<file path="config.mk">
export PLATFORM = sky130hd
export DESIGN_NAME = cpu_top
export DESIGN_NICKNAME = d
export VERILOG_FILES = /design/src/rtl/cpu_pkg.sv /design/src/rtl/control_unit.sv /design/src/rtl/fetch_unit.sv /design/src/rtl/register_file.sv /design/src/rtl/alu.sv /design/src/rtl/cpu_top.sv
export SDC_FILE = /design/constraint.sdc
export NUM_CORES = 1
export LEC_CHECK = 0
export ABC_CLOCK_PERIOD_IN_PS = 4000
export BUFFER_PORTS_ARGS = -buffer_cell sky130_fd_sc_hd__buf_2
export CORE_MARGIN = 2
export CORE_UTILIZATION = 56
export DETAILED_ROUTE_END_ITERATION = 16
export PLACE_DENSITY_LB_ADDON = 0.1
export RECOVER_POWER = 25
export SLEW_MARGIN = 20
export SYNTH_ARGS = -nofsm -noshare
export SYNTH_HDL_FRONTEND = slang
export SYNTH_HIERARCHICAL = 1
export SYNTH_SLANG_ARGS = --single-unit
export TNS_END_PERCENT = 1
</file>
<file path="constraint.sdc">
create_clock -name clock -period 4 [get_ports clock]
set_input_delay 0.2 -clock clock [delete_from_list [all_inputs] [get_ports clock]]
set_output_delay 0.2 -clock clock [all_outputs]
set_load 0.005 [all_outputs]
</file>
<file path="src/rtl/cpu_pkg.sv">
`default_nettype none

package cpu_pkg;

    localparam int word_width         = 8;
    localparam int reg_index_width    = 2;
    localparam int opcode_width       = 4;
    localparam int alu_function_width = 3;
    localparam int write_source_width = 2;

    // Opcodes, 0111 and 1000 left free
    localparam logic [opcode_width-1:0] op_and = 4'b0000;
    localparam logic [opcode_width-1:0] op_or  = 4'b0001;
    localparam logic [opcode_width-1:0] op_not = 4'b0010;
    localparam logic [opcode_width-1:0] op_add = 4'b0011;
    localparam logic [opcode_width-1:0] op_sub = 4'b0100;
    localparam logic [opcode_width-1:0] op_lsr = 4'b0101;
    localparam logic [opcode_width-1:0] op_lsl = 4'b0110;
    localparam logic [opcode_width-1:0] op_bra = 4'b1001;
    localparam logic [opcode_width-1:0] op_bne = 4'b1010;
    localparam logic [opcode_width-1:0] op_mov = 4'b1011;
    localparam logic [opcode_width-1:0] op_ld  = 4'b1100;
    localparam logic [opcode_width-1:0] op_st  = 4'b1101;

    localparam logic [alu_function_width-1:0] alu_and  = 3'd0;
    localparam logic [alu_function_width-1:0] alu_or   = 3'd1;
    localparam logic [alu_function_width-1:0] alu_not  = 3'd2;
    localparam logic [alu_function_width-1:0] alu_add  = 3'd3;
    localparam logic [alu_function_width-1:0] alu_sub  = 3'd4;
    localparam logic [alu_function_width-1:0] alu_lsr  = 3'd5;
    localparam logic [alu_function_width-1:0] alu_lsl  = 3'd6;
    localparam logic [alu_function_width-1:0] alu_pass = 3'd7;

    localparam logic [write_source_width-1:0] src_alu       = 2'd0;
    localparam logic [write_source_width-1:0] src_memory    = 2'd1;
    localparam logic [write_source_width-1:0] src_immediate = 2'd2;

    localparam logic mode_direct = 1'b1;

    // One instruction word, two views
    typedef union packed {
        struct packed {
            logic [opcode_width-1:0] opcode;
            logic [3:0]              destination;
            logic [3:0]              source_one;
            logic [3:0]              source_two;
        } reg_form;
        struct packed {
            logic [opcode_width-1:0] opcode;
            logic                    spare;
            logic                    mode;        // 1 = direct
            logic [1:0]              reg_select;
            logic [word_width-1:0]   address;
        } addr_form;
    } ir_word_t;

endpackage

`default_nettype wire

</file>
<file path="src/rtl/control_unit.sv">
`timescale 1ns/10ps
`default_nettype none

module control_unit import cpu_pkg::*; (
    input  wire logic                          clock,
    input  wire logic                          arst_n,
    input  wire ir_word_t                      ir,
    input  wire logic                          zero,
    output logic                               ir_load_low,
    output logic                               ir_load_high,
    output logic                               pc_increment,
    output logic                               pc_load,
    output logic                               ar_load,
    output logic                               address_from_ar,
    output logic                               rf_write,
    output logic                               mem_write,
    output logic [reg_index_width-1:0]         rf_write_sel,
    output logic [reg_index_width-1:0]         rf_read_a,
    output logic [reg_index_width-1:0]         rf_read_b,
    output logic [write_source_width-1:0]      rf_write_source,
    output logic [alu_function_width-1:0]      alu_function,
    output logic                               flag_write
);

    logic [1:0] step;
    logic       last_step;

    always_ff @(posedge clock or negedge arst_n) begin
        if (!arst_n) begin
            step <= 2'd0;
        end else if (last_step) begin
            step <= 2'd0;
        end else begin
            step <= step + 2'd1;
        end
    end

    always_comb begin
        ir_load_low     = 1'b0;
        ir_load_high    = 1'b0;
        pc_increment    = 1'b0;
        pc_load         = 1'b0;
        ar_load         = 1'b0;
        address_from_ar = 1'b0;
        rf_write        = 1'b0;
        mem_write       = 1'b0;
        rf_write_sel    = '0;
        rf_read_a       = '0;
        rf_read_b       = '0;
        rf_write_source = src_alu;
        alu_function    = alu_pass;
        flag_write      = 1'b0;
        last_step       = 1'b0;

        case (step)
            2'd0: begin // T0 low byte
                ir_load_low  = 1'b1;
                pc_increment = 1'b1;
            end
            2'd1: begin // T1 high byte
                ir_load_high = 1'b1;
                pc_increment = 1'b1;
            end
            2'd2: begin
                case (ir.reg_form.opcode)
                    op_and, op_or, op_not, op_add, op_sub, op_lsr, op_lsl, op_mov: begin
                        rf_read_a       = ir.reg_form.source_one[reg_index_width-1:0];
                        rf_read_b       = ir.reg_form.source_two[reg_index_width-1:0];
                        rf_write_sel    = ir.reg_form.destination[reg_index_width-1:0];
                        rf_write_source = src_alu;
                        rf_write        = 1'b1;
                        flag_write      = 1'b1;
                        last_step       = 1'b1;
                        case (ir.reg_form.opcode)
                            op_and:  alu_function = alu_and;
                            op_or:   alu_function = alu_or;
                            op_not:  alu_function = alu_not;
                            op_add:  alu_function = alu_add;
                            op_sub:  alu_function = alu_sub;
                            op_lsr:  alu_function = alu_lsr;
                            op_lsl:  alu_function = alu_lsl;
                            default: alu_function = alu_pass; // MOV
                        endcase
                    end
                    op_ld: begin
                        if (ir.addr_form.mode == mode_direct) begin
                            ar_load = 1'b1;
                        end else begin
                            rf_write_sel    = ir.addr_form.reg_select;
                            rf_write_source = src_immediate;
                            rf_write        = 1'b1;
                            last_step       = 1'b1;
                        end
                    end
                    op_st: begin
                        ar_load = 1'b1;
                    end
                    op_bra: begin
                        pc_load   = 1'b1;
                        last_step = 1'b1;
                    end
                    op_bne: begin
                        pc_load   = !zero;
                        last_step = 1'b1;
                    end
                    default: begin
                        last_step = 1'b1; // Free codes act as no-op
                    end
                endcase
            end
            default: begin // T3, memory access through AR
                address_from_ar = 1'b1;
                last_step       = 1'b1;
                if (ir.addr_form.opcode == op_st) begin
                    rf_read_b = ir.addr_form.reg_select;
                    mem_write = 1'b1;
                end else begin
                    rf_write_sel    = ir.addr_form.reg_select;
                    rf_write_source = src_memory;
                    rf_write        = 1'b1;
                end
            end
        endcase
    end

endmodule

`default_nettype wire

</file>
<file path="src/rtl/fetch_unit.sv">
`timescale 1ns/10ps
`default_nettype none

module fetch_unit import cpu_pkg::*; (
    input  wire logic                  clock,
    input  wire logic                  arst_n,
    input  wire logic                  ir_load_low,
    input  wire logic                  ir_load_high,
    input  wire logic                  pc_increment,
    input  wire logic                  pc_load,
    input  wire logic                  ar_load,
    input  wire logic                  address_from_ar,
    input  wire logic [word_width-1:0] mem_rdata,
    output ir_word_t                   ir,
    output logic [word_width-1:0]      mem_address
);

    logic [word_width-1:0] pc;
    logic [word_width-1:0] ar;

    always_ff @(posedge clock or negedge arst_n) begin
        if (!arst_n) begin
            pc <= '0;
        end else if (pc_load) begin
            pc <= ir.addr_form.address; // Branch target
        end else if (pc_increment) begin
            pc <= pc + word_width'(1);
        end
    end

    always_ff @(posedge clock or negedge arst_n) begin
        if (!arst_n) begin
            ar <= '0;
        end else if (ar_load) begin
            ar <= ir.addr_form.address;
        end
    end

    always_ff @(posedge clock or negedge arst_n) begin
        if (!arst_n) begin
            ir <= '0;
        end else begin
            if (ir_load_low) begin
                ir[word_width-1:0] <= mem_rdata;
            end
            if (ir_load_high) begin
                ir[2*word_width-1:word_width] <= mem_rdata; // Opcode byte
            end
        end
    end

    assign mem_address = address_from_ar ? ar : pc;

endmodule

`default_nettype wire

</file>
<file path="src/rtl/register_file.sv">
`timescale 1ns/10ps
`default_nettype none

module register_file import cpu_pkg::*; (
    input  wire logic                          clock,
    input  wire logic                          arst_n,
    input  wire logic                          rf_write,
    input  wire logic [reg_index_width-1:0]    rf_write_sel,
    input  wire logic [write_source_width-1:0] rf_write_source,
    input  wire logic [reg_index_width-1:0]    rf_read_a,
    input  wire logic [reg_index_width-1:0]    rf_read_b,
    input  wire logic [word_width-1:0]         alu_result,
    input  wire logic [word_width-1:0]         mem_rdata,
    input  wire logic [word_width-1:0]         immediate,
    output logic [word_width-1:0]              read_a,
    output logic [word_width-1:0]              read_b
);

    logic [word_width-1:0] regs [2**reg_index_width]; // R1 to R4
    logic [word_width-1:0] write_data;

    always_comb begin
        case (rf_write_source)
            src_memory:    write_data = mem_rdata;
            src_immediate: write_data = immediate;
            default:       write_data = alu_result;
        endcase
    end

    always_ff @(posedge clock or negedge arst_n) begin
        if (!arst_n) begin
            for (int i = 0; i < 2**reg_index_width; i++) begin
                regs[i] <= '0;
            end
        end else if (rf_write) begin
            regs[rf_write_sel] <= write_data;
        end
    end

    assign read_a = regs[rf_read_a];
    assign read_b = regs[rf_read_b];

endmodule

`default_nettype wire

</file>
<file path="src/rtl/alu.sv">
`timescale 1ns/10ps
`default_nettype none

module alu import cpu_pkg::*; (
    input  wire logic                          clock,
    input  wire logic                          arst_n,
    input  wire logic [alu_function_width-1:0] alu_function,
    input  wire logic                          flag_write,
    input  wire logic [word_width-1:0]         operand_a,
    input  wire logic [word_width-1:0]         operand_b,
    output logic [word_width-1:0]              result,
    output logic                               zero
);

    always_comb begin
        case (alu_function)
            alu_and: begin
                result = operand_a & operand_b;
            end
            alu_or: begin
                result = operand_a | operand_b;
            end
            alu_not: begin
                result = ~operand_a;
            end
            alu_add: begin
                result = operand_a + operand_b; // Carry dropped
            end
            alu_sub: begin
                result = operand_a - operand_b;
            end
            alu_lsr: begin
                result = operand_a >> 1;
            end
            alu_lsl: begin
                result = operand_a << 1;
            end
            default: begin
                result = operand_a; // Pass for MOV
            end
        endcase
    end

    // Only flag kept, read by BNE
    always_ff @(posedge clock or negedge arst_n) begin
        if (!arst_n) begin
            zero <= 1'b0;
        end else if (flag_write) begin
            zero <= (result == '0);
        end
    end

endmodule

`default_nettype wire

</file>
<file path="src/rtl/cpu_top.sv">
`timescale 1ns/10ps
`default_nettype none

module cpu_top import cpu_pkg::*; (
    input  wire logic                  clock,
    input  wire logic                  arst_n,
    input  wire logic [word_width-1:0] mem_rdata,
    output logic [word_width-1:0]      mem_address,
    output logic [word_width-1:0]      mem_wdata,
    output logic                       mem_write
);

    ir_word_t                        ir;
    logic                            zero;
    logic                            ir_load_low;
    logic                            ir_load_high;
    logic                            pc_increment;
    logic                            pc_load;
    logic                            ar_load;
    logic                            address_from_ar;
    logic                            rf_write;
    logic [reg_index_width-1:0]      rf_write_sel;
    logic [reg_index_width-1:0]      rf_read_a;
    logic [reg_index_width-1:0]      rf_read_b;
    logic [write_source_width-1:0]   rf_write_source;
    logic [alu_function_width-1:0]   alu_function;
    logic                            flag_write;
    logic [word_width-1:0]           read_a;
    logic [word_width-1:0]           read_b;
    logic [word_width-1:0]           alu_result;

    control_unit control_unit_inst (
        .clock           (clock),
        .arst_n          (arst_n),
        .ir              (ir),
        .zero            (zero),
        .ir_load_low     (ir_load_low),
        .ir_load_high    (ir_load_high),
        .pc_increment    (pc_increment),
        .pc_load         (pc_load),
        .ar_load         (ar_load),
        .address_from_ar (address_from_ar),
        .rf_write        (rf_write),
        .mem_write       (mem_write),
        .rf_write_sel    (rf_write_sel),
        .rf_read_a       (rf_read_a),
        .rf_read_b       (rf_read_b),
        .rf_write_source (rf_write_source),
        .alu_function    (alu_function),
        .flag_write      (flag_write)
    );

    fetch_unit fetch_unit_inst (
        .clock           (clock),
        .arst_n          (arst_n),
        .ir_load_low     (ir_load_low),
        .ir_load_high    (ir_load_high),
        .pc_increment    (pc_increment),
        .pc_load         (pc_load),
        .ar_load         (ar_load),
        .address_from_ar (address_from_ar),
        .mem_rdata       (mem_rdata),
        .ir              (ir),
        .mem_address     (mem_address)
    );

    register_file register_file_inst (
        .clock           (clock),
        .arst_n          (arst_n),
        .rf_write        (rf_write),
        .rf_write_sel    (rf_write_sel),
        .rf_write_source (rf_write_source),
        .rf_read_a       (rf_read_a),
        .rf_read_b       (rf_read_b),
        .alu_result      (alu_result),
        .mem_rdata       (mem_rdata),
        .immediate       (ir.addr_form.address), // LD immediate value
        .read_a          (read_a),
        .read_b          (read_b)
    );

    alu alu_inst (
        .clock        (clock),
        .arst_n       (arst_n),
        .alu_function (alu_function),
        .flag_write   (flag_write),
        .operand_a    (read_a),
        .operand_b    (read_b),
        .result       (alu_result),
        .zero         (zero)
    );

    assign mem_wdata = read_b; // Store data from port B

endmodule

`default_nettype wire

</file>
==> results.txt, run 1 <==
Critical Path, Cell by Cell -> and3b_1 > o21a_1 > a32o_2 > mux4_2 > inv_2 > ha_4 > mux2_4 > fa_1 > o221ai_1 > a21boi_1 > a31oi_1 > or3b_1 > or4_1 > o41ai_2
Critical path required time -> 4.23 ns
Setup-failing EPs final -> 1
CORE AREA -> 0.00777 mm^2
Post-Route Skew -> 0.0159 ns
Row cnt -> 32
Hold Vio Cnt, Final -> 0
Worst-skew pair later-pin latency -> 0.35 ns
CTS tree -> built
Die area -> 0.00881 mm^2
Synthesized net count -> 483
TritonCTS buffer count -> 9
First-pass GRT wire length -> 19.1 mm
Layout cells sized above 1 -> 0.331
Max clock buf depth -> 2
Setup CP Type -> flip-flop to flip-flop
Failing checks -> setup timing
Clk pwr share -> 0.111
Int Power -> 2880 uW
Worst r2r src -> fetch_unit_inst/ir[12]$_DFFE_PN0P_
PortBufs -> 26
Combinational share of power -> 0.643
DRC -> 0
Crit path max fanout -> 4
Switching portion of total power -> 0.447
Root Driver -> clkbuf_8
FMAX -> 244 MHz
Vias -> 3,752
RR Endpoint -> alu_inst/zero$_DFFE_PN0P_
Slowest stage delay, CP -> 0.51 ns
DR WL/cell -> 18.8 um
Number of vias per cell -> 6.12
Multi-input gate area -> 0.00273 mm^2
Cell count of the worst hold path -> 2
Worst setup path endpoint -> alu_inst/zero$_DFFE_PN0P_
ANT nets after route -> 0
Worst vdd ir -> 0.444 mV
CP Capture Type -> flip-flop
Finished Core Util -> 0.673
Nets@finish -> 534
Post-Syn Instances -> 455
Slew Limit Fails -> 0
RD Place Congestion -> 0.901
Mean Syn Cell Area -> 9.94 um^2
Startpoint Class -> flip-flop
CP top delay family -> compound AO/OA/AOI/OAI gates
Register-to-register setup slack -> -0.10 ns
Chip Width -> 93.9 um
Crit path time final -> 4.10 ns
First-pass DRT Iterations -> 5
Fin Setup TNS -> -0.105 ns
Total gr overflow -> 0
Worst-Margin Slew -> 1.31 ns
Worst reg2reg path depth -> 14
WP buf/inv -> 1
Final-layout fill cell count -> 635
Hpwl dp -> 8.50 mm
GRT Total Usage -> 0.283
CP max stage cell -> fa_1
Starting density of the core -> 0.582
Power Dens Cells -> 995 mW/mm^2
Part of the power in registers -> 0.247
Worst-path clk slew -> 0.08 ns
Worst Setup SP -> fetch_unit_inst/ir[12]$_DFFE_PN0P_
Synth Warn # -> 6
Initial DRC count -> 169
Net load switching power -> 2320 uW
Crit share post-route -> 1.03
Sink Count -> 66
Worst hold path type -> input port to flip-flop
Worst Path Arrival -> 4.34 ns
Critical path depth -> 14
Die H -> 93.9 um
Final WL -> 11.5 mm
RSZ-0062 raised after global routing -> true
Post-Syn Area -> 0.00452 mm^2
Final worst slack -> -0.105 ns
P_leak -> 0.00229 uW
Ant diodes -> 0
Max_cap viols -> 0
Vias in the first global route -> 3,712
Reg area -> 0.00165 mm^2
Htree depth -> 3
Outcome -> complete, but fails checks
Largest net degree at the start of global routing -> 43
Initial antenna violation count -> 0
Syn-to-layout area delta -> 15.7%
Origin of the worst min-delay path -> mem_rdata[3]
Slew HR -> 0.127
I/O pin count -> 27
[metrics by stage]
| stage | worst slack (ns) | cells | power [uW] | hold WS, ns | instance area (um^2) |
|---|---|---|---|---|---|
| final | -0.105 | 613 | 5200 | 0.118 | 5230 |
| after floorplan | -0.174 | 455 | 3480 | -0.0956 | 4550 |
| after global routing | -0.339 | 613 | 5610 | 0.130 | 5230 |
| after global placement | -0.0171 | 594 | 4350 | 0.207 | 4940 |
| after detailed placement | -0.149 | 594 | 4450 | 0.214 | 4940 |
| after CTS | -0.103 | 613 | 5090 | 0.116 | 5200 |
[layout by cell type, fill, tap and decap left out, types with 9 or more instances in the layout]
| cell | n |
|---|---|
| a21oi_1 | 18 |
| buf_2 | 25 |
| buf_4 | 40 |
| clkbuf_8 | 10 |
| dfrtp_1 | 65 |
| ha_1 | 14 |
| inv_1 | 17 |
| mux2_2 | 31 |
| mux4_2 | 17 |
| nand2_1 | 52 |
| nand3_1 | 9 |
| nor2_1 | 22 |
| o21ai_0 | 31 |
| o21ai_1 | 16 |
| o21ai_2 | 11 |
| xnor2_1 | 9 |
[how the worst min path moves through the flow]
stage / endpoint
floorplan: alu_inst/zero$_DFFE_PN0P_
global placement: fetch_unit_inst/ar[3]$_DFFE_PN0P_
detailed placement: fetch_unit_inst/ar[3]$_DFFE_PN0P_
CTS: fetch_unit_inst/ir[3]$_DFFE_PN0P_
global route: fetch_unit_inst/ir[3]$_DFFE_PN0P_
finish: fetch_unit_inst/ir[3]$_DFFE_PN0P_
[what timing repair did]
item,in CTS,in global routing
setup endpoints to repair,11,20
cloned,0,0
resized for setup,7,8
hold endpoints to repair,24,0
pin swaps,1,1
hold buffers,1,0
setup buffers,2,0
[per-layer routing]
metal,share of wire,global-route usage,vias up,wire length (um)
met5,0,0,-,0
met4,0.011,0.0713,0,122
met3,0.066,0.0522,11,760
met2,0.46,0.422,139,5240
met1,0.47,0.429,1832,5380
li1,-,-,1770,-
[power by group through the flow]
stage,clock network (uW),registers [uW],logic (uW)
2_1_floorplan,0,1190,2290
3_3_place_gp,0,1260,3090
3_5_place_dp,0,1280,3160
4_1_cts,583,1270,3240
5_1_grt,613,1320,3670
6_report,575,1280,3340
[layout make-up]
class,instances,area share
multi-input combinational,341,0.521
sequential,66,0.316
timing repair buffer,68,0.0849
clock buffer,11,0.0270
tap,102,0.0244
inverter,20,0.0144
clock inverter,5,0.0120
[state kept, by name (all words and copies together) (netlist names)]
register and flops:
alu_inst/zero 1, control_unit_inst/step 2, fetch_unit_inst/ar 8, fetch_unit_inst/ir 15, fetch_unit_inst/pc 8, register_file_inst/regs 32
No activity file was read; power rests on OpenSTA's default activity.
==> run 2: changes to the inputs <==
Settings changed: SYNTH_HIERARCHICAL 1 to unset.
==> run 2 against run 1 <==
  * The run ends with capacitance limit, slew limit, setup timing left
  * Die area is 6.5% higher
  * First-iteration DRC count grew 99%
  * Clock skew is 0.0033 ns lower
  * Count of clock-buffer cells in the layout fell by 1
  * Setup slack worse by 0.35 ns
  * Sequential power is essentially flat
  * Critical path type unchanged
==> results.txt, run 2 <==
Outcome -> complete, but fails checks (unchanged)
Failing checks -> capacitance limit, slew limit, setup timing (was setup timing)
Max reg flops -> 32 (unchanged)
Crit share post-route -> 1.11 (was 1.03)
Startpoint Class -> flip-flop (unchanged)
Synth top cells by count -> dfrtp_1, nor2_1, nand2_1
Met3 wire len -> 1.08 mm (was 760 um)
Worst r2r src -> control_unit_inst.step[0]$_DFF_PN0_ (was fetch_unit_inst/ir[12]$_DFFE_PN0P_)
Register-to-register setup slack -> -0.45 ns (was -0.10 ns)
Net load switching power -> 2750 uW (was 2320 uW)
Max_cap viols -> 1 (was 0)
Detail Route met2 WL -> 7.25 mm (was 5.24 mm)
Vias in the first global route -> 4,728 (was 3,712)
Root Driver -> clkbuf_8 (unchanged)
Netlist cell types -> 74
Worst vdd ir -> 0.442 mV (was 0.444 mV)
Origin of the worst min-delay path -> mem_rdata[2] (was mem_rdata[3])
P_leak -> 0.00257 uW (was 0.00229 uW)
Synthesized net count -> 572 (was 483)
Crit path max fanout -> 4 (unchanged)
Row cnt -> 33 (was 32)
Ant diodes -> 0 (unchanged)
Worst Hold End -> fetch_unit_inst.ir[2]$_DFFE_PN0P_ (was fetch_unit_inst/ir[3]$_DFFE_PN0P_)
Post-Syn Area -> 0.00483 mm^2 (was 0.00452 mm^2)
Initial DRC count -> 336 (was 169)
Pre-CTS setup slack -> -0.583 ns (was -0.149 ns)
Area contributors post-synth -> dfrtp_1, mux2_2, a21oi_1
CORE AREA -> 0.00830 mm^2 (was 0.00777 mm^2)
Post-synth EDFFs -> 0
ANT nets after route -> 0 (unchanged)
Synth Warn # -> 0 (was 6)
Top-count cell post-synth -> dfrtp_1
Post-Syn Instances -> 546 (was 455)
Mean Syn Cell Area -> 8.85 um^2 (was 9.94 um^2)
Largest net degree at the start of global routing -> 43 (unchanged)
Placed Area -> 0.00559 mm^2 (was 0.00494 mm^2)
Power Dens Cells -> 992 mW/mm^2 (was 995 mW/mm^2)
Worst Path Arrival -> 4.66 ns (was 4.34 ns)
Fin Setup TNS -> -8.67 ns (was -0.105 ns)
Post-synthesis sequential area ratio -> 0.342
DRC -> 0 (unchanged)
Crit path time final -> 4.45 ns (was 4.10 ns)
Combinational share of power -> 0.680 (was 0.643)
Asr flop ratio synth -> 1.00
RR Endpoint -> register_file_inst.regs[31]$_DFFE_PN0P_ (was alu_inst/zero$_DFFE_PN0P_)
Chip Width -> 96.9 um (was 93.9 um)
Sink Count -> 66 (unchanged)
Nets@finish -> 672 (was 534)
Post-Layout Inst Area -> 0.00606 mm^2 (was 0.00523 mm^2)
Biggest register -> register_file_inst.regs (was register_file_inst/regs)
Clk pwr share -> 0.106 (was 0.111)
#FFs+latches synth -> 66
CP Capture Type -> flip-flop (unchanged)
First-pass GRT wire length -> 25.2 mm (was 19.1 mm)
Int Power -> 3270 uW (was 2880 uW)
Syn-to-layout area delta -> 25.5% (was 15.7%)
Max clock buf depth -> 2 (unchanged)
Worst hold path type -> input port to flip-flop (unchanged)
Starting density of the core -> 0.582 (about the same)
Setup-failing EPs final -> 29 (was 1)
RSZ-0062 raised after global routing -> true (unchanged)
Post-Route Skew -> 0.0126 ns (was 0.0159 ns)
Part of the power in registers -> 0.214 (was 0.247)
Hold Vio Cnt, Final -> 0 (unchanged)
CP top delay family -> compound AO/OA/AOI/OAI gates (unchanged)
Hpwl dp -> 11.6 mm (was 8.50 mm)
TritonCTS buffer count -> 9 (unchanged)
Critical path required time -> 4.21 ns (was 4.23 ns)
Total gr overflow -> 0 (unchanged)
Worst reg2reg path depth -> 20 (was 14)
Max layer used -> met4 (unchanged)
Vias -> 4,784 (was 3,752)
I/O pin count -> 27 (unchanged)
Largest area contributor in the synthesized netlist -> dfrtp_1
Slowest stage delay, CP -> 0.44 ns (was 0.51 ns)
DR WL/cell -> 20.7 um (was 18.8 um)
Cell count of the worst hold path -> 2 (unchanged)
Worst-skew pair later-pin latency -> 0.36 ns (was 0.35 ns)
Final worst slack -> -0.451 ns (was -0.105 ns)
WP buf/inv -> 3 (was 1)
Synth top area share -> 0.342
Most common cell after layout, fill and taps aside -> buf_4 (was dfrtp_1)
Worst-Margin Slew -> 2.17 ns (was 1.31 ns)
GRT Total Usage -> 0.337 (was 0.283)
Htree depth -> 3 (unchanged)
Slew Limit Fails -> 43 (was 0)
Most frequent cells in the layout -> buf_4, dfrtp_1, nor2_1 (was dfrtp_1, nand2_1, buf_4)
Number of vias per cell -> 6.33 (was 6.12)
Die area -> 0.00939 mm^2 (was 0.00881 mm^2)
CTS tree -> built (unchanged)
Prevailing post-synth register cell -> dfrtp_1
Layout cells sized above 1 -> 0.335 (was 0.331)
Wl on met1 -> 6.96 mm (was 5.38 mm)
Initial antenna violation count -> 0 (unchanged)
First-pass DRT Iterations -> 5 (unchanged)
Die H -> 96.9 um (was 93.9 um)
FMAX -> 225 MHz (was 244 MHz)
CP max stage cell -> dfrtp_1 (was fa_1)
RD Place Congestion -> 0.985 (was 0.901)
Largest registers -> register_file_inst.regs (32), fetch_unit_inst.ir (15) (was register_file_inst/regs (32), fetch_unit_inst/ir (15))
Slew HR -> -0.445 (was 0.127)
PortBufs -> 26 (unchanged)
Setup CP Type -> flip-flop to flip-flop (unchanged)
Switching portion of total power -> 0.457 (was 0.447)
Final WL -> 15.6 mm (was 11.5 mm)
Critical Path, Cell by Cell -> ha_4 > nor2b_1 > nand4_1 > buf_4 > a311o_1 > o22a_4 > a2111oi_4 > nor2_2 > xnor2_2 > buf_4 > ha_4 > nand2_1 > o21a_1 > o21a_1 > a31o_1 > xnor2_2 > xnor2_2 > a311oi_2 > buf_4 > a21oi_1 (was and3b_1 > o21a_1 > a32o_2 > mux4_2 > inv_2 > ha_4 > mux2_4 > fa_1 > o221ai_1 > a21boi_1 > a31oi_1 > or3b_1 > or4_1 > o41ai_2)
Hold Slack -> 0.113 ns (was 0.118 ns)
Worst-path clk slew -> 0.08 ns (about the same)
[run 2: how the worst max path moves through the flow]
stage / from / to / slack, ns / cells past startpoint
floorplan: control_unit_inst.step[0]$_DFF_PN0_ / register_file_inst.regs[15]$_DFFE_PN0P_ / -0.02 / 19
global placement: control_unit_inst.step[0]$_DFF_PN0_ / register_file_inst.regs[11]$_DFFE_PN0P_ / -0.50 / 21
detailed placement: control_unit_inst.step[0]$_DFF_PN0_ / register_file_inst.regs[27]$_DFFE_PN0P_ / -0.58 / 21
CTS: control_unit_inst.step[1]$_DFF_PN0_ / register_file_inst.regs[31]$_DFFE_PN0P_ / -0.41 / 20
global route: control_unit_inst.step[1]$_DFF_PN0_ / register_file_inst.regs[7]$_DFFE_PN0P_ / -0.68 / 20
finish: control_unit_inst.step[0]$_DFF_PN0_ / register_file_inst.regs[31]$_DFFE_PN0P_ / -0.45 / 20
[run 2: layout make-up]
class	instances	area, um^2
Clock buffer	10	128
Clock inverter	6	88.8
Fill cell	640	2230
Inverter	17	63.8
Multi-Input combinational cell	429	3120
Sequential cell	66	1650
Tap cell	105	131
Timing Repair Buffer	123	883
[run 2: per-layer routing]
metal	global-route usage	up-vias
li1	-	2217
met1	0.474	2348
met2	0.514	191
met3	0.0788	28
met4	0.107	0
met5	0	-
[run 2: stage by stage]
step,util,power [uW],cells
2_1_floorplan,-,3460,546
3_3_place_gp,0.674,4840,729
3_5_place_dp,0.674,4930,729
4_1_cts,0.714,5740,752
5_1_grt,0.731,6430,756
6_report,0.731,6020,756
[run 2: power groups by stage]
stage / Clock [uW] / Combinational, uW / Sequential [uW]
finish: 639 / 4090 / 1290
floorplan: 0 / 2290 / 1170
global placement: 0 / 3580 / 1260
detailed placement: 0 / 3650 / 1280
global route: 675 / 4440 / 1320
CTS: 648 / 3830 / 1270
[run 2: cell families (layout without fill, tap and decap cells)]
| kind of cell | Yosys count | count (layout) | share of synthesized area |
|---|---|---|---|
| AO/OA/AOI/OAI | 175 | 175 | 0.260 |
| flip-flops | 66 | 66 | 0.342 |
| adder cells (fa/ha/maj) | 16 | 16 | 0.0430 |
| AND/OR/NAND/NOR | 177 | 177 | 0.176 |
| buffers and inverters | 51 | 156 | 0.0489 |
| XOR/XNOR | 19 | 19 | 0.0344 |
| multiplexers | 42 | 42 | 0.0955 |
[run 2: worst reg2reg max path, stage by stage (launching register included)]
cell and delay [ns]:
dfrtp_1 0.44, ha_4 0.20, nor2b_1 0.12, nand4_1 0.19, buf_4 0.20, a311o_1 0.32, o22a_4 0.24, a2111oi_4 0.42
nor2_2 0.09, xnor2_2 0.16, buf_4 0.14, ha_4 0.26, nand2_1 0.04, o21a_1 0.18, o21a_1 0.18, a31o_1 0.21
xnor2_2 0.15, xnor2_2 0.17, a311oi_2 0.34, buf_4 0.19, a21oi_1 0.06
[run 2: repair_timing]
| action | in CTS | in global routing |
|---|---|---|
| endpoints found under the hold margin | 41 | 0 |
| pin swaps | 16 | 18 |
| hold buffers | 1 | 0 |
| buffers inserted | 6 | 4 |
| setup endpoints to repair | 29 | 33 |
| gates resized for setup | 14 | 22 |
